File: src/logic/loader_macros.svh
`ifndef LOADER_MACROS_SVH
`define LOADER_MACROS_SVH

// Width of one instruction word
`define WORD_WIDTH 16

// Interleaved banks, consecutive word addresses go to consecutive banks
`define NUM_BANKS 4

// Words held by each bank
`define BANK_DEPTH 16

// Sysclk cycles per serial bit, kept short for simulation
`define BAUD_DIV 16

`endif

File: src/logic/loader_pkg.sv
`include "loader_macros.svh"

package loader_pkg;

    // One instruction word
    typedef logic [`WORD_WIDTH-1:0] word_t;

    // Bank number, the low bits of a word address
    typedef logic [$clog2(`NUM_BANKS)-1:0] bank_idx_t;

    // Word index inside one bank, the high bits of a word address
    typedef logic [$clog2(`BANK_DEPTH)-1:0] bank_addr_t;

endpackage

File: src/logic/wb_bus_if.sv
`timescale 1ns/10ps

interface wb_bus_if;
    import loader_pkg::*;

    logic       cyc;
    logic       stb;
    logic       we;
    bank_addr_t adr;
    word_t      dat_w;
    word_t      dat_r;
    logic       ack;

    modport master (
        output cyc, stb, we, adr, dat_w,
        input  dat_r, ack
    );

    modport slave (
        input  cyc, stb, we, adr, dat_w,
        output dat_r, ack
    );

    // Observer on the bank side, used by the fetch path
    // we is needed to tell read acks from write acks
    modport monitor (
        input stb, we, dat_r, ack
    );

endinterface

File: src/logic/fetch_port.sv
`timescale 1ns/10ps
`include "loader_macros.svh"

module fetch_port (
    input  logic              sysclk,
    input  logic              sysrst,
    wb_bus_if.monitor         bus [`NUM_BANKS],
    output loader_pkg::word_t fetch_data,
    output logic              fetch_valid
);
    import loader_pkg::*;

    logic [`NUM_BANKS-1:0] read_hit;
    word_t                 bank_data [`NUM_BANKS];
    bank_idx_t             hit_idx;

    // Write acks are not for us
    for (genvar g = 0; g < `NUM_BANKS; g++) begin : g_watch
        assign read_hit[g]  = bus[g].ack && bus[g].stb && !bus[g].we;
        assign bank_data[g] = bus[g].dat_r;
    end

    // Only the selected bank can answer, so any match will do
    always_comb begin
        hit_idx = '0;
        for (int i = 0; i < `NUM_BANKS; i++) begin
            if (read_hit[i]) begin
                hit_idx = bank_idx_t'(i);
            end
        end
    end

    always_ff @(posedge sysclk) begin
        if (!sysrst) begin
            fetch_valid <= 1'b0;
        end else begin
            fetch_valid <= |read_hit;
        end
    end

    // Held until the next read answers
    always_ff @(posedge sysclk) begin
        if (|read_hit) begin
            fetch_data <= bank_data[hit_idx];
        end
    end

endmodule

File: src/logic/load_sequencer.sv
`timescale 1ns/10ps
`include "loader_macros.svh"

module load_sequencer (
    input  logic              sysclk,
    input  logic              sysrst,
    input  logic              load_en,
    input  loader_pkg::word_t word,
    input  logic              word_valid,
    input  logic              fetch_req,
    input  logic [5:0]        fetch_addr,
    output logic              loading,
    output logic [6:0]        word_count,
    output logic              fetch_ready,
    wb_bus_if.master          bus [`NUM_BANKS]
);
    import loader_pkg::*;

    localparam int TOTAL_WORDS = `NUM_BANKS * `BANK_DEPTH;
    localparam int IDX_W = $bits(bank_idx_t);

    typedef enum logic [1:0] {ST_IDLE, ST_WRITE, ST_READ} state_t;

    state_t                state;
    logic [1:0]            load_sync;
    logic                  load_prev;
    logic                  load_rise;
    word_t                 hold_word;
    logic                  hold_full;
    logic                  count_full;
    logic                  write_start;
    logic                  write_drop;
    logic                  fetch_accept;
    bank_idx_t             cur_idx;
    bank_addr_t            cur_adr;
    logic                  cur_we;
    logic [`NUM_BANKS-1:0] ack_vec;
    logic                  bus_ack;

    assign loading    = load_sync[1];
    assign load_rise  = load_sync[1] & ~load_prev;
    assign count_full = (word_count >= 7'(TOTAL_WORDS));
    assign bus_ack    = ack_vec[cur_idx];

    assign write_start  = (state == ST_IDLE) && hold_full && loading && !count_full;
    assign write_drop   = (state == ST_IDLE) && hold_full && loading && count_full;
    assign fetch_accept = (state == ST_IDLE) && fetch_req && fetch_ready && !loading;

    always_ff @(posedge sysclk) begin
        if (!sysrst) begin
            load_sync   <= 2'b00;
            load_prev   <= 1'b0;
            state       <= ST_IDLE;
            word_count  <= '0;
            hold_full   <= 1'b0;
            fetch_ready <= 1'b0;
        end else begin
            load_sync <= {load_sync[0], load_en};
            load_prev <= load_sync[1];

            // Ready only once the bus is back to idle
            fetch_ready <= (state == ST_IDLE) && !loading && !fetch_accept;

            case (state)
                ST_IDLE: begin
                    if (write_start) begin
                        state <= ST_WRITE;
                    end else if (fetch_accept) begin
                        state <= ST_READ;
                    end
                end
                ST_WRITE: begin
                    if (bus_ack) begin
                        state      <= ST_IDLE;
                        word_count <= word_count + 1'b1;
                    end
                end
                default: begin
                    if (bus_ack) begin
                        state <= ST_IDLE;
                    end
                end
            endcase

            if (write_start || write_drop || !loading) begin
                hold_full <= 1'b0;
            end
            if (word_valid && loading) begin
                hold_full <= 1'b1;
            end

            // New load session, count from zero again
            if (load_rise) begin
                word_count <= '0;
            end
        end
    end

    always_ff @(posedge sysclk) begin
        if (word_valid && loading) begin
            hold_word <= word;
        end
    end

    // Address split: bank in the low bits, word in bank above
    always_ff @(posedge sysclk) begin
        if (write_start) begin
            cur_idx <= word_count[IDX_W-1:0];
            cur_adr <= word_count[5:IDX_W];
            cur_we  <= 1'b1;
        end else if (fetch_accept) begin
            cur_idx <= fetch_addr[IDX_W-1:0];
            cur_adr <= fetch_addr[5:IDX_W];
            cur_we  <= 1'b0;
        end
    end

    for (genvar g = 0; g < `NUM_BANKS; g++) begin : g_bank
        assign bus[g].cyc   = (state != ST_IDLE) && (cur_idx == bank_idx_t'(g));
        assign bus[g].stb   = (state != ST_IDLE) && (cur_idx == bank_idx_t'(g));
        assign bus[g].we    = cur_we;
        assign bus[g].adr   = cur_adr;
        assign bus[g].dat_w = hold_word;
        assign ack_vec[g]   = bus[g].ack;
    end

endmodule

File: src/logic/mem_bank.sv
`timescale 1ns/10ps
`include "loader_macros.svh"

module mem_bank (
    input  logic     sysclk,
    input  logic     sysrst,
    wb_bus_if.slave  bus
);
    import loader_pkg::*;

    word_t mem [`BANK_DEPTH];
    logic  access;

    // A fresh strobe, the ack low check keeps it to one ack per cycle
    assign access = bus.cyc && bus.stb && !bus.ack;

    always_ff @(posedge sysclk) begin
        if (!sysrst) begin
            bus.ack <= 1'b0;
        end else begin
            bus.ack <= access;
        end
    end

    always_ff @(posedge sysclk) begin
        if (access && bus.we) begin
            mem[bus.adr] <= bus.dat_w;
        end
    end

    // Read data lines up with the ack
    always_ff @(posedge sysclk) begin
        if (access) begin
            bus.dat_r <= mem[bus.adr];
        end
    end

endmodule

File: src/logic/program_loader.sv
`timescale 1ns/10ps
`include "loader_macros.svh"

module program_loader (
    input  logic              sysclk,
    input  logic              sysrst,
    input  logic              rx,
    input  logic              load_en,
    input  logic              fetch_req,
    input  logic [5:0]        fetch_addr,
    output logic              fetch_ready,
    output loader_pkg::word_t fetch_data,
    output logic              fetch_valid,
    output logic [6:0]        word_count
);
    import loader_pkg::*;

    logic [7:0] rx_byte;
    logic       rx_byte_valid;
    word_t      asm_word;
    logic       asm_word_valid;
    logic       loading;

    // One bus per bank
    wb_bus_if bank_bus [`NUM_BANKS] ();

    uart_rx uart_rx_inst (
        .sysclk     (sysclk),
        .sysrst     (sysrst),
        .rx         (rx),
        .byte_data  (rx_byte),
        .byte_valid (rx_byte_valid)
    );

    word_assembler word_assembler_inst (
        .sysclk     (sysclk),
        .sysrst     (sysrst),
        .byte_data  (rx_byte),
        .byte_valid (rx_byte_valid),
        .loading    (loading),
        .word       (asm_word),
        .word_valid (asm_word_valid)
    );

    load_sequencer load_sequencer_inst (
        .sysclk      (sysclk),
        .sysrst      (sysrst),
        .load_en     (load_en),
        .word        (asm_word),
        .word_valid  (asm_word_valid),
        .fetch_req   (fetch_req),
        .fetch_addr  (fetch_addr),
        .loading     (loading),
        .word_count  (word_count),
        .fetch_ready (fetch_ready),
        .bus         (bank_bus)
    );

    for (genvar g = 0; g < `NUM_BANKS; g++) begin : g_mem
        mem_bank mem_bank_inst (
            .sysclk (sysclk),
            .sysrst (sysrst),
            .bus    (bank_bus[g])
        );
    end

    fetch_port fetch_port_inst (
        .sysclk      (sysclk),
        .sysrst      (sysrst),
        .bus         (bank_bus),
        .fetch_data  (fetch_data),
        .fetch_valid (fetch_valid)
    );

endmodule

File: src/logic/uart_rx.sv
`timescale 1ns/10ps
`include "loader_macros.svh"

module uart_rx (
    input  logic       sysclk,
    input  logic       sysrst,
    input  logic       rx,
    output logic [7:0] byte_data,
    output logic       byte_valid
);
    // Sync and edge detect already take three cycles of the half bit
    localparam int HALF_WAIT = `BAUD_DIV / 2 - 3;
    localparam int CNT_W = $clog2(`BAUD_DIV);

    typedef enum logic [1:0] {RX_IDLE, RX_START, RX_DATA, RX_STOP} rx_state_t;

    rx_state_t        state;
    logic [1:0]       rx_sync;
    logic             rx_prev;
    logic [CNT_W-1:0] baud_cnt;
    logic [2:0]       bit_cnt;
    logic [7:0]       shift;
    logic             rx_fall;
    logic             bit_tick;

    assign rx_fall  = rx_prev & ~rx_sync[1];
    assign bit_tick = (baud_cnt == CNT_W'(`BAUD_DIV - 1));
    assign byte_data = shift;

    always_ff @(posedge sysclk) begin
        if (!sysrst) begin
            state      <= RX_IDLE;
            rx_sync    <= 2'b11;
            rx_prev    <= 1'b1;
            baud_cnt   <= '0;
            bit_cnt    <= '0;
            byte_valid <= 1'b0;
        end else begin
            rx_sync    <= {rx_sync[0], rx};
            rx_prev    <= rx_sync[1];
            byte_valid <= 1'b0;
            baud_cnt   <= baud_cnt + 1'b1;
            case (state)
                RX_IDLE: begin
                    baud_cnt <= '0;
                    if (rx_fall) begin
                        state <= RX_START;
                    end
                end
                RX_START: begin
                    // Mid start bit, a high line here was only a glitch
                    if (baud_cnt == CNT_W'(HALF_WAIT)) begin
                        baud_cnt <= '0;
                        bit_cnt  <= '0;
                        state    <= rx_sync[1] ? RX_IDLE : RX_DATA;
                    end
                end
                RX_DATA: begin
                    if (bit_tick) begin
                        baud_cnt <= '0;
                        bit_cnt  <= bit_cnt + 1'b1;
                        if (bit_cnt == 3'd7) begin
                            state <= RX_STOP;
                        end
                    end
                end
                default: begin
                    // Stop bit must be high or the frame is thrown away
                    if (bit_tick) begin
                        state      <= RX_IDLE;
                        byte_valid <= rx_sync[1];
                    end
                end
            endcase
        end
    end

    // LSB arrives first
    always_ff @(posedge sysclk) begin
        if (state == RX_DATA && bit_tick) begin
            shift <= {rx_sync[1], shift[7:1]};
        end
    end

endmodule

File: src/logic/word_assembler.sv
`timescale 1ns/10ps

module word_assembler (
    input  logic              sysclk,
    input  logic              sysrst,
    input  logic [7:0]        byte_data,
    input  logic              byte_valid,
    input  logic              loading,
    output loader_pkg::word_t word,
    output logic              word_valid
);
    import loader_pkg::*;

    logic [7:0] low_byte;
    // High when the low byte of the pair is already held
    logic       have_low;

    always_ff @(posedge sysclk) begin
        if (!sysrst) begin
            have_low   <= 1'b0;
            word_valid <= 1'b0;
        end else begin
            word_valid <= 1'b0;
            if (!loading) begin
                have_low <= 1'b0;
            end else if (byte_valid) begin
                have_low   <= ~have_low;
                word_valid <= have_low;
            end
        end
    end

    always_ff @(posedge sysclk) begin
        if (loading && byte_valid) begin
            if (have_low) begin
                word <= word_t'({byte_data, low_byte});
            end else begin
                low_byte <= byte_data;
            end
        end
    end

endmodule

File: config.mk
export PLATFORM = sky130hd
export DESIGN_NAME = program_loader
export DESIGN_NICKNAME = d
export VERILOG_FILES = /design/src/logic/loader_pkg.sv /design/src/logic/wb_bus_if.sv /design/src/logic/fetch_port.sv /design/src/logic/load_sequencer.sv /design/src/logic/mem_bank.sv /design/src/logic/program_loader.sv /design/src/logic/uart_rx.sv /design/src/logic/word_assembler.sv
export VERILOG_INCLUDE_DIRS = /design/src /design/src/logic
export SDC_FILE = /design/constraint.sdc
export NUM_CORES = 1
export LEC_CHECK = 0
export ABC_AREA = 1
export BUFFER_PORTS_ARGS = -buffer_cell sky130_fd_sc_hd__buf_2
export CELL_PAD_IN_SITES_DETAIL_PLACEMENT = 0
export CELL_PAD_IN_SITES_GLOBAL_PLACEMENT = 1
export CORE_ASPECT_RATIO = 1.75
export CORE_MARGIN = 3
export CORE_UTILIZATION = 55
export DETAILED_ROUTE_END_ITERATION = 7
export PLACE_DENSITY = 0.84
export SETUP_SLACK_MARGIN = 0.3
export SYNTH_ARGS = -nofsm -noshare
export SYNTH_HDL_FRONTEND = slang
export SYNTH_HIERARCHICAL = 1
export SYNTH_SLANG_ARGS = --single-unit
File: constraint.sdc
create_clock -name sysclk -period 9.95 [get_ports sysclk]
set_input_delay 1.99 -clock sysclk [delete_from_list [all_inputs] [get_ports sysclk]]
set_output_delay 1.99 -clock sysclk [all_outputs]
set_load 0.05 [all_outputs]
Word level (Yosys, flattened, before mapping)
Memories as Yosys holds them, arrays and structs flattened. A register that Yosys moved wholly into a read port is not among the register bits.
Index checks and enable logic that the tools add are counted.
Operators by class
  equality and inequality tests: 14
  $lt $le $gt $ge: 3
  multiplexer cells: 39
  bitwise logic cells: 8
  reductions and logical operators: 62
  add/subtract/negate cells: 3
Operator list (number)
  16-bit binary-select mux with 2-bit select: 1
  1-bit logical AND: 32
  16-bit two-way mux: 2
  2-bit two-way mux: 14
  4-bit two-way mux: 4
  1-bit two-way mux: 12
  4-bit case mux with 3 select lines: 1
  2-bit AND reduction: 5
  2-bit nonzero test: 5
  1-bit logical NOT: 8
  2-bit by 1-bit != test with 1-bit output, second input constant: 4
  7-bit by 1-bit adder with 7-bit output, second input constant: 1
  7-bit greater-or-equal comparator, second input constant: 1
  2-bit by 1-bit equality test with 1-bit output, second input constant: 3
  2-bit equality test, second input constant: 3
  2-bit logical NOT: 3
  3-bit two-way mux: 2
  2-bit case mux with 3 select lines: 1
  3-bit case mux with 2 select lines: 1
  3-bit AND reduction: 2
  1-bit NOT: 5
  5-bit AND reduction: 1
  5-bit OR reduction: 1
  4-bit by 1-bit adder with 4-bit output, second input constant: 1
  14 further kinds: 16
Word-level totals
  logic and storage cells: 160
  output and inout port bits: 25
  memory bits (writable): 1024
  flip-flop bits (word level): 105
  bits of input ports: 11
  memories kept: 4
Memory list
  g_mem[0].mem_bank_inst.mem: words 16, bits a word 16, rd ports 1, clocked after memory_dff 1, wr ports 1, line mem_bank.sv:11  | word_t mem [`BANK_DEPTH];
  g_mem[1].mem_bank_inst.mem: words 16, bits a word 16, rd ports 1, clocked after memory_dff 1, wr ports 1, line mem_bank.sv:11
  g_mem[2].mem_bank_inst.mem: words 16, bits a word 16, rd ports 1, clocked after memory_dff 1, wr ports 1, line mem_bank.sv:11
  g_mem[3].mem_bank_inst.mem: words 16, bits a word 16, rd ports 1, clocked after memory_dff 1, wr ports 1, line mem_bank.sv:11

Longest topological paths before layout
  word-level depth: 11
  gate-level depth with buffers: 13
  gate-level depth less buffers: 9

Cells and area by module
Netlist, hierarchy kept.
Modules (own cells, without submodules)
  mem_bank: area an instance 11359.6 sq um, times used 4, cells an instance 1078, sequential area each 8187.9 sq um
  load_sequencer: area an instance 1968.1 sq um, times used 1, cells an instance 207, sequential area each 960.9 sq um
  fetch_port: area an instance 1511.4 sq um, times used 1, cells an instance 249, sequential area each 500.5 sq um
  uart_rx: area an instance 903.4 sq um, times used 1, cells an instance 91, sequential area each 500.5 sq um
  word_assembler: area an instance 807.0 sq um, times used 1, cells an instance 37, sequential area each 760.7 sq um

Least setup slack after synthesis
Ideal clock, no wire load.
  kind: register to register
  from: register load_sequencer_inst.cur_idx[1]
  to: memory g_mem[3].mem_bank_inst/mem[0][0] in the netlist's numbering, enable pin
  arrival time: 2.840 ns
  required time: 9.562 ns
  cell stages (with the launch flop): 10
  clock period less this slack: 3.228 ns
  setup time: 0.388 ns
  slack: 6.722 ns
  cell sequence: edfxtp_1 > inv_1 > nor3_1 > buf_4 > nand2_1 > nor2_1 > inv_1 > nor2_1 > nand3_1 > nor2_1
Between the ends
  cells in the longest elaborated chain, start to end: 6
Ends and longest elaborated chain
  from (decl): line load_sequencer.sv:34  | bank_idx_t cur_idx;
  from (signal assigned): line load_sequencer.sv:108  | cur_idx <= word_count[IDX_W-1:0];
  from (signal assigned): line load_sequencer.sv:112  | cur_idx <= fetch_addr[IDX_W-1:0];
  2-bit equality test: line load_sequencer.sv:119  | assign bus[g].cyc = (state != ST_IDLE) && (cur_idx == bank_idx_t'(g));
  1-bit logical AND: line load_sequencer.sv:119
  via bank_bus[3].cyc: line wb_bus_if.sv:6  | logic cyc;
  1-bit logical AND: line mem_bank.sv:15  | assign access = bus.cyc && bus.stb && !bus.ack;
  via g_mem[3].mem_bank_inst.access: line mem_bank.sv:12  | logic access;
  1-bit logical AND: line mem_bank.sv:26  | if (access && bus.we) begin
  1-bit two-way mux: line mem_bank.sv:26
  1-bit two-way mux (implied by the code): line mem_bank.sv:27  | mem[bus.adr] <= bus.dat_w;
  to (decl): line mem_bank.sv:11
The timed path passes the listed nets, and every way through them passes these cells.

==> results_dict.tcl <==
set metrics [dict create \
    viasPerCell 5.26 \
    drtIter0Drc 2884 \
    crit_path_end "g_mem[1].mem_bank_inst/bus.dat_r[7]" \
    required_ns 10.48 \
    grt_util_all_layers_pct 26.6 \
    power_density_mw_per_mm2 184 \
    maxCapViolCount 0 \
    drt_wl_total_mm 128 \
    synth-seq-cells 1193 \
    rows 146 \
    layout-drive-gt1-share_pct 7.07 \
    intPower_w 0.00796 \
    fp.dieW_um 235 \
    crit_slowest_cell "buf_4" \
    worstPathMaxFanout 72 \
    max_slew.worst_pin.slew_ns 1.40 \
    layout_common_cells "nand2_1, edfxtp_1, inv_1, nor2_1, clkbuf_16" \
    setup_viol 0 \
    slowest_delay_ns 0.75 \
    power.net_switching_w 0.00212 \
    die_area_sq_mm 0.0959 \
    grt_pass1_vias 31100 \
    hold_viol 0 \
    detailed_place_hpwl_mm 74.6 \
    crit_chain "buf_4, buf_4, buf_4, buf_4, nand2_1, nand2_1, nand2_1, nand2_1, nand2_1, nand2_1, inv_1, nand2_1" \
    area_delta_synth_final_pct 8.11 \
    nFillCells 7575 \
    port_buffers 35 \
    reg2reg_depth 12 \
    postLayoutCoreUtil_pct 60.2 \
    ys_seq_area_share_pct 70.1 \
    cts_setup_buffers 0 \
    synth_cells 4896 \
    netlist_area_sq_mm 0.0506 \
    cp_common_cell "nand2_1" \
    setup-tns-final_ns 0 \
    final_nets 4881 \
    htreeDepth 3 \
    hp-class "register to register" \
    ctsHoldBuffers 0 \
    place_congestion 0.876 \
    ys_dominant_reg_cell "edfxtp_1" \
    finClkSkew_ns 0.0207 \
    clockBufferDepth 3 \
    p_sw_share_pct 21.0 \
    rsz0062_at_grt "false" \
    synth_cell_type_count 34 \
    diodes 0 \
    postSynthNetCount 4916 \
    period_minus_slack_ns 3.77 \
    cts_root_buf "clkbuf_16" \
    r2r_start "load_sequencer_inst/bus[0].adr[0]" \
    p_clk_share_pct 42.1 \
    r2r_end "g_mem[1].mem_bank_inst/bus.dat_r[7]" \
    seq_power_share_pct 54.0 \
    drt_pre_antenna_iters 6 \
    grt_pass1_wl_mm 192 \
    p_leak_nw 22.9 \
    maxSlewViolCount 0 \
    clock-sinks 1193 \
    fmax_mhz 265 \
    layout_commonest_cell "nand2_1" \
    drtAntennaViolNets 0 \
    cts_tree "built" \
    initial_core_util_pct 55.7 \
    status "complete, no violations" \
    start_kind "register" \
    dieHeight_um 407 \
    routedWlPerCell_um 20.9 \
    async_flop_share_pct 0 \
    slew_headroom_pct 6.09 \
    vias 32300 \
    cts_buffers 104 \
    grt_max_degree 98 \
    clk_pin_slew_ns 0.07 \
    worst_hold_slack_ns 0.417 \
    pwr-share-comb_pct 3.9 \
    yosysWarnings 6 \
    antenna_found_initial 1 \
    grt_overflow 0 \
    post_cts_resized 0 \
    cp_data_arrival_time_ns 4.30 \
    ios 36 \
    worstSetupStartpoint "load_sequencer_inst/bus[0].adr[0]" \
    crit_type "register to register" \
    rrSetupSlack_ns 6.18 \
    hold_depth 1 \
    core_sq_mm 0.0910 \
    min_period_over_period_pct 37.9 \
    cp-end-kind "register" \
    drc_errors 0 \
    synth_edf_count 1158 \
    postSynthAreaPerCell_sq_um 10.3 \
    clkLatencyLatePin_ns 0.71 \
    ir_worst_vdd_mv 0.130 \
]
-- power groups by stage --
| stage | logic, W | registers (W) | clock network [W] |
|---|---|---|---|
| 6_report | 0.000393 | 0.00544 | 0.00424 |
| 5_1_grt | 0.000441 | 0.00544 | 0.00449 |
| 4_1_cts | 0.000395 | 0.00544 | 0.00430 |
| 3_5_place_dp | 0.000393 | 0.00555 | 0 |
| 3_3_place_gp | 0.000392 | 0.00555 | 0 |
| 2_1_floorplan | 0.000295 | 0.00555 | 0 |
-- critical path, delay by kind of cell (launching register included) --
kind	cells	cell delay (ns)
buffers and inverters	5	2.31
flip-flops	1	0.32
AND/OR/NAND/NOR	7	0.84
-- cells in the mapped netlist, types with 5 or more instances --
library cell	instances	share of area, %
edfxtp_1	1158	69
nand2_1	2913	22
nor2_1	127	0.94
o21ai_1	5	0.049
nand3_1	51	0.50
buf_2	107	1.1
buf_6	49	1.1
nor2_2	12	0.15
a21oi_1	14	0.14
inv_1	255	1.9
o21ai_0	6	0.059
ha_1	9	0.22
nand2_2	7	0.086
dfxtp_1	35	1.4
buf_4	80	1.2
clkbuf_1	24	0.18
nand2_4	6	0.13
-- routing by layer --
layer	vias to the layer above	wire length (um)	global-route usage [%]
li1	15500	-	-
met1	15400	49600	33.6
met2	1068	65000	45.9
met3	264	7080	2.61
met4	0	6760	13.4
met5	-	0	0
-- how the worst min path moves through the flow --
| stage | start | to | slack, ns |
|---|---|---|---|
| after floorplan | load_sequencer_inst/load_sync[0] | load_sequencer_inst/load_sync[1] | 0.39 |
| after global placement | word_assembler_inst/word[11] | load_sequencer_inst/bus[0].dat_w[11] | 0.40 |
| after detailed placement | uart_rx_inst/rx_sync[0] | uart_rx_inst/rx_sync[1] | 0.40 |
| after CTS | word_assembler_inst/word[2] | load_sequencer_inst/bus[0].dat_w[2] | 0.42 |
| after global routing | word_assembler_inst/word[8] | load_sequencer_inst/bus[0].dat_w[8] | 0.43 |
| final | uart_rx_inst/rx_sync[0] | uart_rx_inst/rx_sync[1] | 0.42 |
-- state kept, by name, indices dropped and copies added, names as in the netlist, 4 cells and up --
register                        flops
g_mem.mem_bank_inst/mem          1024
load_sequencer_inst/word_count      7
g_mem.mem_bank_inst/bus.dat_r      64
word_assembler_inst/word           16
word_assembler_inst/low_byte        8
load_sequencer_inst/bus.dat_w      16
uart_rx_inst/baud_cnt               4
fetch_port_inst/fetch_data         16
uart_rx_inst/byte_data              8
g_mem.mem_bank_inst/bus.ack         4
load_sequencer_inst/bus.adr         4
-- final cells by class --
type	count	area, sq um	area share [%]
repair buffers	123	836	1.53
clock buffers	134	2860	5.23
flip-flops and latches	1193	35500	64.8
clock inverters	63	721	1.32
well taps	1184	1480	2.71
inverters	263	997	1.82
multi-input cells	3176	12400	22.6
-- stage by stage --
step                area (sq um)  std cells  power [W]  setup WS (ns)
finish                     54700       6136     0.0101           6.18
global route               54700       6136     0.0104           5.97
floorplan                  50600       4896    0.00585           6.72
global placement           51100       5938    0.00594           6.14
CTS                        54700       6136     0.0101           6.16
detailed placement         51100       5939    0.00595           6.16
-- logic make-up (layout without fill, tap and decap cells) --
| kind of cell | count (synthesis) | count (layout) | share of synthesized area (%) |
|---|---|---|---|
| muxes | 2 | 2 | 0.0445 |
| and+or+nand+nor | 3133 | 3133 | 23.7 |
| adders and majority gates | 9 | 9 | 0.222 |
| buffers and inverters | 527 | 583 | 5.60 |
| xor gates and xnor gates | 4 | 4 | 0.0692 |
| AOI/OAI and AO/OA | 28 | 28 | 0.297 |
| DFF | 1193 | 1193 | 70.1 |
(Power assumes the default switching activity.)
